### src/pdp8_macros.svh
`ifndef PDP8_MACROS_SVH
`define PDP8_MACROS_SVH

// word and address sizes of the single 4K field
`define PDP8_WORD_W 12
`define PDP8_ADDR_W 12
`define PDP8_MEM_DEPTH 4096

// extra cycles per memory read, must be 1 or more
`define PDP8_MEM_WAIT 2

// auto-index locations on page zero
`define PDP8_AUTOINDEX_LO 12'o0010
`define PDP8_AUTOINDEX_HI 12'o0017

`endif

### src/pdp8_pkg.sv
`include "pdp8_macros.svh"

package pdp8_pkg;

  typedef enum logic [4:0] {
    H0, HW, H1, H2,      // halt and front panel
    F0, FW, F1, F2, F3,  // fetch
    D0, DW, D1, D2,      // defer
    E0, EW, E1, E2, E3   // execute
  } major_state_t;

  // top three bits of an instruction word
  typedef enum logic [2:0] {
    AND, TAD, ISZ, DCA, JMS, JMP, IOT, OPR
  } opcode_t;

  typedef struct packed {
    logic [`PDP8_WORD_W-1:0] sr;
    logic load_addr;
    logic deposit;
    logic examine;
    logic cont;
  } panel_t;

  typedef struct packed {
    logic [`PDP8_WORD_W-1:0] pc;
    logic [`PDP8_WORD_W-1:0] ac;
    logic link;
    logic running;
    logic [`PDP8_WORD_W-1:0] mdout;
  } core_status_t;

  // states that hold while a memory read settles
  function automatic logic is_wait_state(major_state_t s);
    return s inside {FW, DW, EW, HW};
  endfunction

  // opcodes 0 to 5 carry an operand address
  function automatic logic is_mem_ref(opcode_t op);
    return op inside {AND, TAD, ISZ, DCA, JMS, JMP};
  endfunction

endpackage

### src/major_state_fsm.sv
`timescale 1ns/1ps
`include "pdp8_macros.svh"

module major_state_fsm import pdp8_pkg::*; (
  input  logic                    clk,
  input  logic                    reset,
  input  panel_t                  panel,
  input  logic                    mem_ready,
  input  logic [`PDP8_WORD_W-1:0] instruction,
  output major_state_t            state,
  output logic                    running
);

  localparam logic [`PDP8_WORD_W-1:0] HLT_WORD = 12'o7402;

  major_state_t state_next;
  opcode_t      op;
  logic         is_hlt;
  logic         panel_req;

  assign op        = opcode_t'(instruction[11:9]);
  assign is_hlt    = (instruction == HLT_WORD);
  assign panel_req = panel.load_addr || panel.deposit || panel.examine;

  always_comb begin
    state_next = state;
    case (state)
      H0: begin
        if (panel.cont) begin
          state_next = F0;
        end else if (panel_req) begin
          state_next = HW;
        end
      end
      HW: if (mem_ready) state_next = H1;
      H1: state_next = H2;
      H2: state_next = H0;
      F0: state_next = FW;
      FW: if (mem_ready) state_next = F1;
      F1: state_next = F2;
      F2: state_next = F3;
      F3: begin
        if (is_hlt) begin
          state_next = H0;
        end else if (instruction[8] && is_mem_ref(op)) begin
          state_next = D0;  // indirect
        end else begin
          state_next = E0;
        end
      end
      D0: state_next = DW;
      DW: if (mem_ready) state_next = D1;
      D1: state_next = D2;
      D2: state_next = E0;
      E0: state_next = EW;
      EW: if (mem_ready) state_next = E1;
      E1: state_next = E2;
      E2: state_next = E3;
      E3: state_next = F0;
      default: state_next = H0;
    endcase
  end

  always_ff @(posedge clk) begin
    if (reset) begin
      state   <= H0;
      running <= 1'b0;
    end else begin
      state <= state_next;
      if (state == H0 && panel.cont) begin
        running <= 1'b1;
      end else if (state == F3 && is_hlt) begin
        running <= 1'b0;
      end
    end
  end

  a_halted_when_h: assert property (
    @(posedge clk) disable iff (reset) (state inside {H0, HW, H1, H2}) |-> !running
  );

  a_state_legal: assert property (
    @(posedge clk) disable iff (reset)
      !$isunknown(state) && (state inside {H0, HW, H1, H2, F0, FW, F1, F2, F3,
                                           D0, DW, D1, D2, E0, EW, E1, E2, E3})
  );

endmodule

### config.mk
export PLATFORM = sky130hd
export DESIGN_NAME = major_state_fsm
export DESIGN_NICKNAME = d
export VERILOG_FILES = /design/src/pdp8_pkg.sv /design/src/major_state_fsm.sv
export VERILOG_INCLUDE_DIRS = /design/src
export SDC_FILE = /design/constraint.sdc
export NUM_CORES = 1
export LEC_CHECK = 0
export ABC_AREA = 1
export BUFFER_PORTS_ARGS = -buffer_cell sky130_fd_sc_hd__buf_2
export CORE_MARGIN = 2
export CORE_UTILIZATION = 39
export CTS_CLUSTER_DIAMETER = 150
export DETAILED_ROUTE_END_ITERATION = 8
export GPL_TIMING_DRIVEN = 0
export MAX_ROUTING_LAYER = met4
export PLACE_DENSITY = 0.75
export SYNTH_ARGS = -nofsm -noshare
export SYNTH_HDL_FRONTEND = slang
export SYNTH_SLANG_ARGS = --single-unit
### constraint.sdc
create_clock -name clk -period 1.5 [get_ports clk]
set_input_delay 0.075 -clock clk [delete_from_list [all_inputs] [get_ports clk]]
set_output_delay 0.075 -clock clk [all_outputs]
set_load 0.03 [all_outputs]
Word-level counts from Yosys, hierarchy flattened
Index checks and enable logic that the tools add are counted.
{"block": "classes", "n_eq_ne": 27, "reduce_logical": 10, "mux": 11}
{"op": "$pmux W5 S17", "n": 1}
{"op": "$eq A5 B4 Y1 const B", "n": 8}
{"op": "$mux W5", "n": 6}
{"op": "$eq A5 B3 Y1 const B", "n": 4}
{"op": "$eq A12 B12 Y1 const B", "n": 1}
{"op": "$eq A5 B5 Y1 const B", "n": 2}
{"op": "$ne A2 B2 Y1 const B", "n": 4}
{"op": "$eq A3 B2 Y1 const B", "n": 2}
{"op": "$eq A3 B3 Y1 const B", "n": 2}
{"op": "$reduce_bool A6 Y1", "n": 1}
{"op": "$eq A5 B1 Y1 const B", "n": 1}
{"op": "$eq A5 B2 Y1 const B", "n": 1}
{"op": "$logic_not A5 Y1", "n": 1}
{"op": "$reduce_and A5 Y1", "n": 1}
{"op": "$mux W4", "n": 1}
{"op": "$eq A3 B1 Y1 const B", "n": 1}
{"op": "$logic_and A1 B1 Y1", "n": 3}
{"op": "$logic_not A3 Y1", "n": 1}
{"op": "$mux W3", "n": 1}
{"op": "$ne A3 B3 Y1 const B", "n": 1}
{"op": "$logic_or A1 B1 Y1", "n": 2}
{"op": "$mux W1", "n": 2}
{"op": "$reduce_bool A2 Y1", "n": 1}
{"block": "totals", "elab_cells": 50, "reg_bits": 6}

Longest topological paths before layout
Gate-level depths: netlist of run 1.
{"block": "logic_depth", "depth_word": 6, "mapped_depth": 9}

Least setup slack after synthesis of run 1
No wires, ideal clock.
{"block": "synth_path", "path_kind": "register to register", "startpoint": "register state[3]", "endpoint": "register state[2]", "slack_ns": 0.140, "stages_incl_launch_ff": 8, "arrival_ns": 1.247, "setup_ns": 0.113, "path_buffers": 0, "synth_period_minus_slack_ns": 1.360, "path_cell_list": "dfxtp_1 -> inv_1 -> nand3_2 -> nor2_1 -> nor3_1 -> nand3_1 -> o21ai_1 -> inv_1"}
{"block": "synth_via", "elab_chain_cells": 3, "word_cells_on_any_way": 24}
{"item": "start: declaration", "line": "major_state_fsm.sv:10", "source": "output major_state_t state,"}
{"item": "start signal: assignment", "line": "major_state_fsm.sv:69", "source": "state <= state_next;"}
{"item": "$eq A5 B1 Y1, or another cell as far along", "line": "major_state_fsm.sv:27", "source": "case (state)"}
{"item": "$ne A2 B2 Y1 (no line) or $ne A3 B3 Y1 (tied branches)"}
{"item": "$reduce_and A5 Y1 (no line)"}
Several ways; a longest one is shown, not always the timed one.
A chain may end at the register's enable or synchronous reset.

Worst setup path after layout of run 1
Ends and elaborated chain as after synthesis.

==> reports/metrics.cfg, run 1 <==
[place]
io_buffers = 24
dp_hpwl_mm = 1.11
globalplace.congestion = 0.812

[floorplanning]
coreArea_um2 = 1300
die_w_um = 41.3
row_count = 13
die_area_um2 = 1700
start_util = 0.416
fp.dieH_um = 41.3
ios = 37

[pwr]
power.leakage_nw = 0.378
power_density_nw_per_um2 = 1470
swShare = 0.508
total_power_mw = 1.03
p_sw_uw = 525
p_seq_frac = 0.268
p_int_uw = 508
vdd_drop_max_mv = 0.575
pwr-share-clk = 0.145
p_comb_frac = 0.587

[clock_tree]
cts_made_buffers = 3
cts_root_buf = clkbuf_4
cts_num_sinks = 6
holdBufCountCts = 0
post_cts_buffers = 0
post_cts_resized = 0
clockBufferDepth = 2
cts_tree = yes
worstSkewPairLatency_ps = 250
clk_pin_slew_ps = 40
htree_levels = 1

[timing]
slew_viol_final = 0
period_share = 0.875
tns_ps = 0
setup_viol = 0
rsz0062_at_grt = false
skew_ps = 4.28
min_period_ps = 1310
worstMarginPinSlew_ps = 300
hold_violations = 0
max_freq_ghz = 0.762
maxSlewHeadroom = 0.800

[yosys]
yosysMostFrequentCell = nor2_1
yosysTopAreaCell = dfxtp_1
synth_area_leaders = dfxtp_1 22%, nor2_1 12%, nand2_1 11%
syn_area_per_cell_um2 = 5.70
async_reset_ff_frac = 0
syn-num-nets = 126
synth_top_area_frac = 0.222
ys_types = 19
synth_ff_type = dfxtp_1
yosys_warnings = 0
yosysSeqAreaShare = 0.222
synth_edf_count = 0
syn-cell-area_um2 = 542
synthCells = 95
ys_ff_latch = 6
synthTopCellsByCount = 18 x nor2_1, 16 x nand2_1, 14 x inv_1

[critical_path]
start_kind = flip-flop
worstPathRequired_ps = 1640
setup.worst_path.end_class = flip-flop
r2r_slack_ps = 190
criticalPathCategory = flip-flop to flip-flop
cp_max_fo = 6
cp.arrival_ps = 1450

[run_status]
status = finished clean

[route]
wl_mm = 1.30
dr.pass1.iters = 5
viasPerCell = 5.07
ant_nets = 0
drtIter0Drc = 18
remaining_drc_errors = 0
vias = 694
drt-wirelength-per-cell_um = 9.49

[global_route]
antenna_found_initial = 0
grt_pass1_wl_mm = 1.88
grt_overflow = 0
grt_pass1_vias = 505
grt_max_degree = 10
groute.usage.overall = 0.180

[final_layout]
multiInputGateArea_um2 = 359
seqCellArea_um2 = 120
area_delta_synth_final_pct = 29.8
nFillCells = 145
finalNetCount = 155
final_layout_size_suffix_gt1_frac = 0.336
diodes = 0

[worst_hold_path]
hold_class = input port to flip-flop

[job]
max_cap_violations = 0

==> cell usage in the layout (no fill, tap or decap), types with 4 or more instances in the layout <==
cell	Yosys	final
inv_1	14	14
dfxtp_1	6	6
nand3_1	10	10
nand2_2	5	5
buf_2	0	24
nor2_2	4	4
nand2_1	16	16
nor3_1	4	4
a21oi_1	5	5
nor2_1	18	18
==> worst paths after layout <==
| check | cells past startpoint | start | end |
|---|---|---|---|
| setup / recovery | 7 | state[3] | state[2] |
| hold / removal | 2 | reset | state[0] |
| hold reg to reg | 2 | running | running |
| setup reg to reg | 7 | state[3] | state[2] |
==> critical path: stages, from the launching register on <==
cell,delay (ps)
dfxtp_1,400
inv_1,90
nand3_2,130
nor2_1,50
nor3_1,250
nand3_1,110
o21ai_1,130
inv_1,40
==> flip-flops by register name, summed over array words and instances, names as in the netlist <==
| signal | cells |
|---|---|
| running | 1 |
| state | 5 |
==> per-stage QoR <==
stage	cells	worst slack [ps]	cell area, um2	utilization	hold slack (ps)
final	137	188	703	0.540	65.2
after global routing	137	53.8	703	0.540	66.8
after CTS	137	179	703	0.540	72.0
after detailed placement	134	187	681	0.523	331
after global placement	134	223	681	0.523	326
after floorplan	95	140	542	-	144
==> routing by layer <==
layer | track usage | up-vias | wire length (um)
met5 | - | - | 0
met4 | 0.0968 | 0 | 46
met3 | 0.0489 | 7 | 97
li1 | - | 359 | -
met2 | 0.301 | 30 | 643
met1 | 0.192 | 298 | 513
==> final cells by class <==
cell class | count | area share
clock buffers | 3 | 0.0320
well taps | 15 | 0.0267
flip-flops and latches | 6 | 0.171
repair buffers | 24 | 0.171
inverters | 16 | 0.0890
multi-input cells | 73 | 0.511
==> power by group through the flow <==
stage | logic (mW) | registers [mW] | clock network [mW]
after floorplan | 0.380 | 0.357 | 0
after detailed placement | 0.608 | 0.278 | 0
after global routing | 0.672 | 0.281 | 0.168
final | 0.606 | 0.277 | 0.150
after CTS | 0.610 | 0.276 | 0.153
after global placement | 0.598 | 0.277 | 0
==> cells by family after synthesis <==
family                 share of synthesized area
AO/OA/AOI/OAI                              0.113
flip-flops                                 0.222
buffers and inverters                      0.115
AND/OR/NAND/NOR                            0.550
Note: power is estimated with default switching activity, not from simulation.
==> run 2: changes to the inputs <==
--- a/config.mk
+++ b/config.mk
@@ -13,8 +13,7 @@
 export CTS_CLUSTER_DIAMETER = 150
 export DETAILED_ROUTE_END_ITERATION = 8
 export GPL_TIMING_DRIVEN = 0
-export MAX_ROUTING_LAYER = met4
-export PLACE_DENSITY = 0.75
+export PLACE_DENSITY = 0.84
 export SYNTH_ARGS = -nofsm -noshare
 export SYNTH_HDL_FRONTEND = slang
 export SYNTH_SLANG_ARGS = --single-unit
==> reports/metrics.cfg, run 2 (synthesized netlist as in run 1, its figures left out) <==
[timing]
holdWs_ps = 67.3  ; +2.02 ps
maxSlewHeadroom = 0.808  ; +0.00875
hold_violations = 0  ; unchanged
setup_viol = 0  ; unchanged
max_freq_ghz = 0.750  ; -1.6%
tns_ps = 0  ; unchanged
min_period_ps = 1330  ; +21.1 ps
slew_viol_final = 0  ; unchanged
rsz0062_at_grt = false
skew_ps = 13.6  ; +9.31 ps
worstMarginPinSlew_ps = 287  ; -13.1 ps
period_share = 0.889  ; +0.0141

[clock_tree]
clockBufferDepth = 2  ; unchanged
holdBufCountCts = 0  ; unchanged
post_cts_resized = 0  ; unchanged
htree_levels = 1  ; unchanged
cts_num_sinks = 6  ; unchanged
clk_pin_slew_ps = 50  ; about the same
worstSkewPairLatency_ps = 250  ; about the same
cts_made_buffers = 3  ; unchanged
cts_root_buf = clkbuf_4
cts_tree = yes
post_cts_buffers = 0  ; unchanged

[critical_path]
worstPathRequired_ps = 1630  ; about the same
crit_chain = inv_1 > nand3_2 > nor2_1 > nor3_1 > nand3_1 > o21ai_1 > inv_1
crit_family = simple AND/OR/NAND/NOR gates
reg2reg_depth = 7  ; unchanged
setup.worst_path.end_class = flip-flop
criticalPathCategory = flip-flop to flip-flop
worst-path-buf-inv = 2  ; unchanged
cp.arrival_ps = 1460  ; about the same
slowest_stage = dfxtp_1
cp_max_fo = 6  ; unchanged
start_kind = flip-flop
cpPeakStageDelay_ps = 410  ; about the same
cp.depth = 7  ; unchanged
cp_common_cell = inv_1

[final_layout]
top_regs = state x5, running x1
diodes = 0  ; unchanged
final_util = 0.540  ; unchanged
finalNetCount = 155  ; unchanged
mostFrequentLayoutCell = buf_2
largest_reg_flops = 5  ; unchanged
final_layout_size_suffix_gt1_frac = 0.336  ; unchanged
regMostFlops = state
area_delta_synth_final_pct = 29.8  ; unchanged
final_cell_mix = 24 x buf_2, 18 x nor2_1, 16 x nand2_1, 14 x inv_1, 10 x nand3_1

[route]
drt-wirelength-per-cell_um = 10.6  ; +12%
wl_mm = 1.45  ; +12%
drtIter0Drc = 26  ; +8
dr.pass1.iters = 6  ; +1
viasPerCell = 5.29  ; +4.5%
remaining_drc_errors = 0  ; unchanged
ant_nets = 0  ; unchanged
vias = 725  ; +4.5%

[pwr]
vdd_drop_max_mv = 0.624  ; +8.4%
total_power_mw = 1.05  ; +2.1%
power_density_nw_per_um2 = 1500  ; +2.1%
power.leakage_nw = 0.378  ; unchanged

[place]
globalplace.congestion = 0.793  ; -2.3%
io_buffers = 24  ; unchanged
dp_hpwl_mm = 1.13  ; +1.9%

[global_route]
grt_pass1_vias = 506  ; +0.20%
antenna_found_initial = 0  ; unchanged
grt_pass1_wl_mm = 1.96  ; +4.0%
groute.usage.overall = 0.184  ; +0.00387
grt_max_degree = 10  ; unchanged
grt_overflow = 0  ; unchanged

[floorplanning]
start_util = 0.416  ; unchanged
ios = 37  ; unchanged
die_area_um2 = 1700  ; unchanged
die_w_um = 41.3  ; unchanged
fp.dieH_um = 41.3  ; unchanged
row_count = 13  ; unchanged
coreArea_um2 = 1300  ; unchanged

[run_status]
status = finished clean

[worst_hold_path]
hold_class = input port to flip-flop
hold_path_depth = 2  ; unchanged

[job]
max_cap_violations = 0  ; unchanged

-- run 2: cell counts in the layout (fill, tap and decap cells not counted) --
No cell type changed its count.
-- run 2: path summary, 6_finish.rpt --
kind / start / to / slack, ps
setup reg to reg: state[3] / state[2] / 170
hold reg to reg: running / running / 500
setup / recovery: state[3] / state[2] / 170
hold / removal: reset / state[0] / 70
-- run 2: per-layer routing --
metal / track usage / share of wire / up-vias / wire length (um)
met4: 0.0726 / 0.037 / 0 / 54
met3: 0.0489 / 0.083 / 12 / 121
met1: 0.185 / 0.38 / 309 / 549
li1: - / - / 357 / -
met5: 0 / 0 / - / 0
met2: 0.352 / 0.50 / 47 / 728
-- run 2: layout make-up --
| type | count | area (um2) |
|---|---|---|
| Multi-Input combinational cell | 73 | 359 |
| Inverter | 16 | 62.6 |
| Sequential cell | 6 | 120 |
| Timing Repair Buffer | 24 | 120 |
| Tap cell | 15 | 18.8 |
| Fill cell | 142 | 598 |
| Clock buffer | 3 | 22.5 |
-- run 2: report_power, final --
group | internal, mW | leakage [nW] | switching [mW]
combinational | 0.211 | 0.315 | 0.410
clock | 0.0908 | 0.0138 | 0.0618
sequential | 0.206 | 0.0492 | 0.0744
total | 0.508 | 0.378 | 0.546
-- run 2: metrics by stage --
step | cell area (um2) | cells | worst slack, ps
3_3_place_gp | 681 | 134 | 255
3_5_place_dp | 681 | 134 | 208
2_1_floorplan | 542 | 95 | 140
4_1_cts | 703 | 137 | 186
5_1_grt | 703 | 137 | 27.8
6_report | 703 | 137 | 167
