$ cat config.mk
export PLATFORM = sky130hd
export DESIGN_NAME = pdp8_arith
export DESIGN_NICKNAME = d
export VERILOG_FILES = /design/src/pdp8_pkg.sv /design/src/pdp8_arith.sv
export VERILOG_INCLUDE_DIRS = /design/src
export SDC_FILE = /design/constraint.sdc
export NUM_CORES = 1
export LEC_CHECK = 0
export ABC_AREA = 0
export BUFFER_PORTS_ARGS = -buffer_cell sky130_fd_sc_hd__buf_2
export CAP_MARGIN = 20
export CORE_MARGIN = 1.5
export CORE_UTILIZATION = 40
export CTS_CLUSTER_SIZE = 20
export DETAILED_ROUTE_END_ITERATION = 10
export SKIP_CTS_REPAIR_TIMING = 1
export SYNTH_ARGS = -nofsm -noshare
export SYNTH_HDL_FRONTEND = slang
export SYNTH_SLANG_ARGS = --single-unit
$ cat constraint.sdc
create_clock -name clk -period 2.71 [get_ports clk]
set_input_delay 0.271 -clock clk [delete_from_list [all_inputs] [get_ports clk]]
set_output_delay 0.271 -clock clk [all_outputs]
set_load 0.01 [all_outputs]
$ cat src/pdp8_macros.svh
`ifndef PDP8_MACROS_SVH
`define PDP8_MACROS_SVH

// word and address sizes of the single 4K field
`define PDP8_WORD_W 12
`define PDP8_ADDR_W 12
`define PDP8_MEM_DEPTH 4096

// extra cycles per memory read, must be 1 or more
`define PDP8_MEM_WAIT 2

// auto-index locations on page zero
`define PDP8_AUTOINDEX_LO 12'o0010
`define PDP8_AUTOINDEX_HI 12'o0017

`endif

$ cat src/pdp8_pkg.sv
`include "pdp8_macros.svh"

package pdp8_pkg;

  typedef enum logic [4:0] {
    H0, HW, H1, H2,      // halt and front panel
    F0, FW, F1, F2, F3,  // fetch
    D0, DW, D1, D2,      // defer
    E0, EW, E1, E2, E3   // execute
  } major_state_t;

  // top three bits of an instruction word
  typedef enum logic [2:0] {
    AND, TAD, ISZ, DCA, JMS, JMP, IOT, OPR
  } opcode_t;

  typedef struct packed {
    logic [`PDP8_WORD_W-1:0] sr;
    logic load_addr;
    logic deposit;
    logic examine;
    logic cont;
  } panel_t;

  typedef struct packed {
    logic [`PDP8_WORD_W-1:0] pc;
    logic [`PDP8_WORD_W-1:0] ac;
    logic link;
    logic running;
    logic [`PDP8_WORD_W-1:0] mdout;
  } core_status_t;

  // states that hold while a memory read settles
  function automatic logic is_wait_state(major_state_t s);
    return s inside {FW, DW, EW, HW};
  endfunction

  // opcodes 0 to 5 carry an operand address
  function automatic logic is_mem_ref(opcode_t op);
    return op inside {AND, TAD, ISZ, DCA, JMS, JMP};
  endfunction

endpackage

$ cat src/pdp8_arith.sv
`timescale 1ns/1ps
`include "pdp8_macros.svh"

module pdp8_arith import pdp8_pkg::*; (
  input  logic                    clk,
  input  logic                    reset,
  input  major_state_t            state,
  input  logic [`PDP8_WORD_W-1:0] instruction,
  input  logic [`PDP8_WORD_W-1:0] ma,
  input  logic [`PDP8_WORD_W-1:0] mdout,
  input  logic                    isz_skip,
  input  logic                    load_addr,
  output logic [`PDP8_WORD_W-1:0] pc,
  output logic [`PDP8_WORD_W-1:0] ac,
  output logic                    link
);

  opcode_t               op;
  logic [`PDP8_WORD_W:0] tad_sum;
  logic                  load_pend;

  assign op      = opcode_t'(instruction[11:9]);
  assign tad_sum = {1'b0, ac} + {1'b0, mdout};

  always_ff @(posedge clk) begin
    if (reset) begin
      pc        <= '0;
      ac        <= '0;
      link      <= 1'b0;
      load_pend <= 1'b0;
    end else begin
      case (state)
        H0: load_pend <= load_addr;
        H2: if (load_pend) pc <= ma;  // ma took sr in H1
        F1: pc <= pc + 12'd1;
        E2: begin
          case (op)
            AND: ac <= ac & mdout;
            TAD: begin
              ac   <= tad_sum[`PDP8_WORD_W-1:0];
              link <= link ^ tad_sum[`PDP8_WORD_W];  // carry flips link
            end
            DCA: ac <= '0;
            JMP: pc <= ma;
            JMS: pc <= ma + 12'd1;
            default: ;
          endcase
        end
        E3: pc <= pc + {{(`PDP8_WORD_W-1){1'b0}}, isz_skip};
        default: ;
      endcase
    end
  end

endmodule

======== Word-level counts from Yosys, hierarchy flattened ========
Cells that the tools add are included.
Widths: inputs -> output; s select.
cells by class
  add/subtract/negate cells ............... 4
  equal/unequal tests ..................... 10
  mux-type cells .......................... 4
  bitwise gates (word level) .............. 2
  reduce and logical (&&, ||, !) cells .... 7
operators with widths
  cell                   count
  $pmux 12 s4            1
  $pmux 12 s3            1
  $add 12x1->12 const B  2
  $pmux 12 s2            1
  $add 12x12->13         1
  $add 12x1->12          1
  $and 12x12->12         1
  $mux 12                1
  $eq 5x5->1 const B     2
  $eq 3x3->1 const B     2
  $eq 5x2->1 const B     1
  $eq 5x3->1 const B     1
  $logic_not 5->1        1
  $reduce_and 2->1       2
  $reduce_bool 4->1      1
  $eq 3x1->1 const B     1
  $eq 3x2->1 const B     1
  $logic_not 3->1        1
  $ne 3x1->1 const B     1
  $reduce_and 3->1       1
  $reduce_bool 3->1      1
  $ne 2x2->1 const B     1
  $xor 1x1->1            1
storage, ports and cells
  bits in registers ....................... 26
  output and inout port bits .............. 25

======== Longest topological paths before layout ========
Gate-level depths: netlist of run 1.
  word-level depth ........................ 3
  mapped depth ............................ 10

======== Worst setup path before layout of run 1 ========
Ideal clock, no wire load.
  path kind ............................... register -> register
  start point ............................. reg ac[0]
  end point ............................... reg ac[8]
  arrival ................................. 1.954 ns
  slack ................................... 0.670 ns
  cell stages (with the launch flop) ...... 10
  buffers on the path ..................... 0
  clock period less this slack ............ 2.040 ns
  cell sequence ........................... dfxtp_1 > ha_1 > inv_1 > fa_1 > nor2b_1 > o31a_1 > o21a_1 > nor2_1 > o31a_1 > a211oi_1
on the way
  longest elaborated chain between the ends .. 2
ends and longest elaborated chain
  element                 line              RTL
  start, declared         pdp8_arith.sv:14  output logic [`PDP8_WORD_W-1:0] ac,
  start signal, assigned  pdp8_arith.sv:38  AND: ac <= ac & mdout;
  start signal, assigned  pdp8_arith.sv:40  ac <= tad_sum[`PDP8_WORD_W-1:0];
  $add 12x12->13          pdp8_arith.sv:23  assign tad_sum = {1'b0, ac} + {1'b0, mdout};
  $pmux 12 s3             pdp8_arith.sv:37  case (op)
Every way passes these cells.
A chain may end at the register's enable or synchronous reset.

======== Worst setup path after layout of run 1 ========
  start point ............................. reg ac[0]
  end point ............................... reg link
on the way
  longest elaborated chain between the ends .. 2
ends and longest elaborated chain
  element               line              RTL
  $add 12x12->13        pdp8_arith.sv:23
  $xor 1x1->1           pdp8_arith.sv:41  link <= link ^ tad_sum[`PDP8_WORD_W];
  end signal, assigned  pdp8_arith.sv:41
  end, declared         pdp8_arith.sv:15  output logic link
Every way passes these cells.

==> results.json, run 1 <==
{
  "r2r_setup_slack_ns": 0.45,
  "fillers": 558,
  "die_w_um": 78.4,
  "grt_max_degree": 29,
  "grt_overflow": 0,
  "via_per_inst": 5.70,
  "final_common_cell": "buf_2",
  "tns_ns": 0,
  "crit_slowest_cell": "fa_1",
  "die_area_um2": 6150,
  "cts_tree": "yes",
  "post-route-util": 0.495,
  "stdcell_area_um2": 2730,
  "ys_ff_latch": 26,
  "htree_levels": 1,
  "max_clock_freq_mhz": 442,
  "yosysUniqueCellTypes": 61,
  "die_y_um": 78.4,
  "min_period_ns": 2.26,
  "hold_depth": 3,
  "post-route-period-util": 0.834,
  "worstMarginPinSlew_ns": 0.875,
  "clock_latency_ns": 0.28,
  "wl_um": 6260,
  "syn_inst": 301,
  "grt_pass1_wl_um": 10600,
  "drive_above_1_share": 0.229,
  "worst_path_dominant_cell_family": "compound AO/OA/AOI/OAI gates",
  "grt_util_all_layers": 0.211,
  "nets": 420,
  "crit_buf_inv": 1,
  "synth_flop_cell": "dfxtp_1",
  "antenna_left": 0,
  "netlist_area_um2": 2280,
  "rows": 27,
  "r2r_end": "link",
  "drc": 0,
  "numCtsBuffers": 3,
  "mostFrequentLayoutCells": "buf_2, nor2_1, dfxtp_1",
  "crit_path_max_incr_delay_ns": 0.37,
  "first_iter_violations": 174,
  "diodes": 0,
  "cts_root_buf": "clkbuf_8",
  "rsz0062_at_grt": "false",
  "min_path_type": "input port to flop",
  "crit_path_end_kind": "flop",
  "setup_violations": 0,
  "clockBufferDepth": 2,
  "cts.sinks": 26,
  "syn_avg_cell_area_um2": 7.56,
  "initial_core_util": 0.413,
  "slew_viol_final": 0,
  "dr_total_vias": 2451,
  "yosys_warnings": 0,
  "whs_ns": 0.218,
  "post-place-ws_ns": 0.237,
  "path_class": "flop to flop",
  "wl_per_cell_um": 14.5,
  "use_met1": 0.271,
  "worst-path-stages": 9,
  "clkSlewWorstSetupHoldPaths_ns": 0.11,
  "cp.arrival_ns": 2.42,
  "power_density_nw_per_um2": 335,
  "syn_to_final_growth_pct": 19.8,
  "status": "completed",
  "first_pass_iters": 4,
  "portBuffers": 60,
  "critPathMaxFanout": 4,
  "grt_use_met2": 0.372,
  "p_leak_nw": 1.12,
  "crit_chain": "ha_1 -> inv_1 -> fa_1 -> nor2b_1 -> o31a_1 -> o2111ai_1 -> a211oi_1 -> xnor2_1 -> nor2_1",
  "antenna_found_initial": 0,
  "syn_nets": 362,
  "placed_cell_area_um2": 2660,
  "first_global_vias": 2310,
  "rr_worst_depth": 9,
  "ir_drop_uv": 185,
  "fin_skew_ns": 0.00555,
  "worstHoldStart": "load_addr",
  "startpoint_type": "flop",
  "crit_required_ns": 2.87,
  "ys_seq_area_frac": 0.229,
  "gp_congestion": 0.839,
  "async_reset_ff_frac": 0,
  "worst_slack_ns": 0.450,
  "max_cap_viol_count": 0,
  "r2r_start": "ac[0]",
  "ios": 70,
  "min_to": "load_pend",
  "hold_violations": 0,
  "coreArea_um2": 5510,
  "hpwl_um": 4680,
  "synth_edf_count": 0,
  "grt_use_met3": 0.0337,
  "top_usage_layer": "met2",
  "slew_headroom": 0.416
}
-- routing by layer --
layer  vias to the layer above  wire length (um)
met2                        65              2970
met5                         -                 0
met1                      1113              2930
li1                       1267                 -
met4                         0                68
met3                         6               286
-- synthesized netlist by cell type (4+ instances only) --
| master | n | area, um^2 |
|---|---|---|
| a211oi_1 | 12 | 90.1 |
| a21o_1 | 5 | 37.5 |
| a21oi_1 | 24 | 120 |
| a311oi_1 | 5 | 43.8 |
| and3_1 | 5 | 31.3 |
| clkbuf_1 | 9 | 33.8 |
| dfxtp_1 | 26 | 521 |
| ha_1 | 15 | 188 |
| inv_1 | 8 | 30.0 |
| nand2_1 | 24 | 90.1 |
| nand2b_1 | 5 | 31.3 |
| nand3_1 | 10 | 50.1 |
| nand4_1 | 6 | 37.5 |
| nor2_1 | 37 | 139 |
| nor2b_1 | 4 | 25.0 |
| nor3_1 | 4 | 20.0 |
| o21ai_0 | 17 | 85.1 |
| o32ai_1 | 5 | 43.8 |
| or3_1 | 5 | 31.3 |
-- through the flow --
stage	total power [mW]	std cells
3_3_place_gp	0.576	426
3_5_place_dp	0.577	426
2_1_floorplan	0.508	301
4_1_cts	0.927	430
5_1_grt	0.967	430
6_report	0.913	430
-- where the power goes --
group / internal, mW / leakage, nW / total (mW) / switching (mW)
clock network: 0.198 / 0.0357 / 0.343 / 0.145
logic: 0.0743 / 0.872 / 0.171 / 0.0963
registers: 0.390 / 0.210 / 0.399 / 0.00913
-- registers in the layout, summed over array words and instances, names as in the netlist --
name and flops:
link 1, load_pend 1, pc 12, ac 12
-- worst min-delay path: cells and delay by family --
family | cells | cell delay, ns
muxes | 1 | 0.05
buffers and inverters | 1 | 0.07
and+or+nand+nor | 1 | 0.08
-- cell families (layout without fill, tap and decap cells) --
family,after synthesis,count (layout),share of synthesized area
AO/OA/AOI/OAI,99,99,0.294
XOR/XNOR,4,4,0.0154
adder cells (fa/ha/maj),16,16,0.0913
buffers and inverters,22,79,0.0412
flip-flops,26,26,0.229
multiplexers,4,4,0.0181
AND/OR/NAND/NOR,130,130,0.311
-- area by class of cell --
class | count | area, um^2 | area share
Multi-Input combinational cell | 253 | 1660 | 0.609
Sequential cell | 26 | 520 | 0.191
Timing Repair Buffer | 67 | 353 | 0.129
Tap cell | 72 | 90.1 | 0.0330
Clock buffer | 3 | 41.3 | 0.0151
Clock inverter | 1 | 30.0 | 0.0110
Inverter | 8 | 30.0 | 0.0110
-- worst max-delay path by stage --
stage                        to  slack, ns      from
after floorplan           ac[8]       0.67     ac[0]
after global placement    ac[7]       0.29  state[3]
after detailed placement  ac[7]       0.24  state[3]
after CTS                  link       0.43     ac[0]
after global routing       link       0.24     ac[0]
final                      link       0.45     ac[0]
(Power assumes the default switching activity.)
==> run 2, diff against run 1 <==
--- a/config.mk
+++ b/config.mk
@@ -13,6 +13,7 @@
 export CORE_UTILIZATION = 40
 export CTS_CLUSTER_SIZE = 20
 export DETAILED_ROUTE_END_ITERATION = 10
+export PLACE_DENSITY = 0.67
 export SKIP_CTS_REPAIR_TIMING = 1
 export SYNTH_ARGS = -nofsm -noshare
 export SYNTH_HDL_FRONTEND = slang
==> constraint.sdc (replaced) <==
create_clock -name clk -period 1.9 [get_ports clk]
set_input_delay 0.19 -clock clk [delete_from_list [all_inputs] [get_ports clk]]
set_output_delay 0.19 -clock clk [all_outputs]
set_load 0.01 [all_outputs]
==> run 2 against run 1 <==
Net effect: utilization is 7.1 points higher; critical path type unchanged; final area is 14% higher; largest power group unchanged; first-iteration DRC count is 5.7% lower; power is 41% higher; clock skew is 0.0015 ns higher; worst hold slack worse by 0.058 ns; the flow now finishes with violations (setup timing); sequential cell count stayed put; cell count is 8.8% higher; combinational power is 68% higher; highest routed layer unchanged; setup slack worse by 0.63 ns; sequential share of layout area is 2.2 points lower.
==> results.json, run 2 (same netlist as run 1, synthesis figures left out) <==
{
  "status": "finished with violations",
  "violations": "setup timing",
  "final_common_cell": "buf_2",
  "min_path_type": "input port to flop",
  "path_class": "flop to flop",
  "grt_pass1_wl_um": 10800,
  "drc": 0,
  "clockBufferDepth": 2,
  "crit_path_max_incr_delay_ns": 0.37,
  "switching_share": 0.285,
  "cts_tree": "yes",
  "power.total_mw": 1.29,
  "multi_input_area_um2": 1750,
  "hold_violations": 0,
  "crit_slowest_cell": "dfxtp_4",
  "post-place-ws_ns": -0.177,
  "rows": 27,
  "post-route-util": 0.566,
  "first_iter_violations": 164,
  "slew_viol_final": 0,
  "tns_ns": -0.608,
  "stdcell_area_um2": 3120,
  "grt_max_degree": 29,
  "p_seq_frac": 0.440,
  "gp_congestion": 0.854,
  "fin_skew_ns": 0.00702,
  "whs_ns": 0.159,
  "p_int_mw": 0.921,
  "nets": 458,
  "reg_top3": "ac: 12 flops, pc: 12 flops",
  "hpwl_um": 5100,
  "min_period_ns": 2.08,
  "post-route-period-util": 1.10,
  "htree_levels": 1,
  "antenna_found_initial": 0,
  "max_cap_viol_count": 0,
  "cp.arrival_ns": 2.24,
  "coreArea_um2": 5510,
  "diodes": 0,
  "die_y_um": 78.4,
  "initial_core_util": 0.413,
  "setup_violations": 5,
  "switchingPower_mw": 0.368,
  "crit_path_end_kind": "flop",
  "max_clock_freq_mhz": 480,
  "clkSlewWorstSetupHoldPaths_ns": 0.11,
  "portBuffers": 60,
  "worstMarginPinSlew_ns": 0.570,
  "die_area_um2": 6150,
  "fin_cells": 468,
  "grt_overflow": 0,
  "first_pass_iters": 4,
  "pwr-share-comb": 0.223,
  "grt_util_all_layers": 0.215,
  "placed_cell_area_um2": 2970,
  "regArea_um2": 527,
  "clkPwrFrac": 0.337,
  "slew_headroom": 0.620,
  "ios": 70,
  "antenna_left": 0,
  "dp_cells": 461,
  "startpoint_type": "flop",
  "dr_total_vias": 2630,
  "syn_to_final_growth_pct": 36.9,
  "cts.sinks": 26,
  "critPathMaxFanout": 4,
  "drive_above_1_share": 0.354,
  "p_leak_nw": 1.31,
  "numCtsBuffers": 3,
  "mostFrequentLayoutCells": "buf_2, buf_4, nor2_1",
  "crit_required_ns": 2.05,
  "worst_slack_ns": -0.184,
  "fillers": 539,
  "wl_um": 6660,
  "first_global_vias": 2453,
  "via_per_inst": 5.62,
  "rsz0062_at_grt": "true",
  "ir_drop_uv": 254,
  "clock_latency_ns": 0.28,
  "power_density_nw_per_um2": 414,
  "die_w_um": 78.4,
  "cts_root_buf": "clkbuf_8",
  "crit_chain": "ha_4 -> inv_2 -> fa_2 -> nor2b_2 -> o31a_1 -> o21a_1 -> or3_1 -> a32oi_1 -> a211oi_2",
  "wl_per_cell_um": 14.2
}
run 2: changes by cell type in the layout (fill, tap and decap cells not counted), sizes merged:
cell,before,now
buf,67,105
bufinv,1,0
clkbuf,3,4
run 2: final cells by class:
type | instances | share of cell area
sequential | 26 | 0.169
clock buffer | 4 | 0.0213
multi-input combinational | 253 | 0.562
tap | 72 | 0.0289
inverter | 8 | 0.00963
timing repair buffer | 105 | 0.209
run 2: worst paths after layout:
kind | end | depth (start not counted) | from | slack [ns]
max reg2reg | ac[6] | 9 | ac[0] | -0.18
min | load_pend | 3 | load_addr | 0.16
max | ac[6] | 9 | ac[0] | -0.18
min reg2reg | pc[11] | 2 | pc[11] | 0.50
run 2: metal layers:
layer / GRT usage / wire length, um / vias up
li1: - / - / 1334
met2: 0.397 / 3350 / 53
met5: 0 / 0 / -
met1: 0.269 / 3020 / 1239
met3: 0.0186 / 255 / 4
met4: 0.0518 / 33 / 0
run 2: worst max-delay path, delay by kind of cell (launching register included):
family / cells / cell delay, ns
flip-flops: 1 / 0.37
buffers and inverters: 1 / 0.05
AND/OR/NAND/NOR: 2 / 0.35
adder cells (fa/ha/maj): 2 / 0.35
AO/OA/AOI/OAI: 4 / 0.83
run 2: power by group through the flow:
stage	Clock, mW	Sequential [mW]	Combinational [mW]
2_1_floorplan	0	0.584	0.142
3_3_place_gp	0	0.579	0.274
3_5_place_dp	0	0.579	0.278
4_1_cts	0.457	0.567	0.281
5_1_grt	0.473	0.569	0.319
6_report	0.434	0.567	0.288
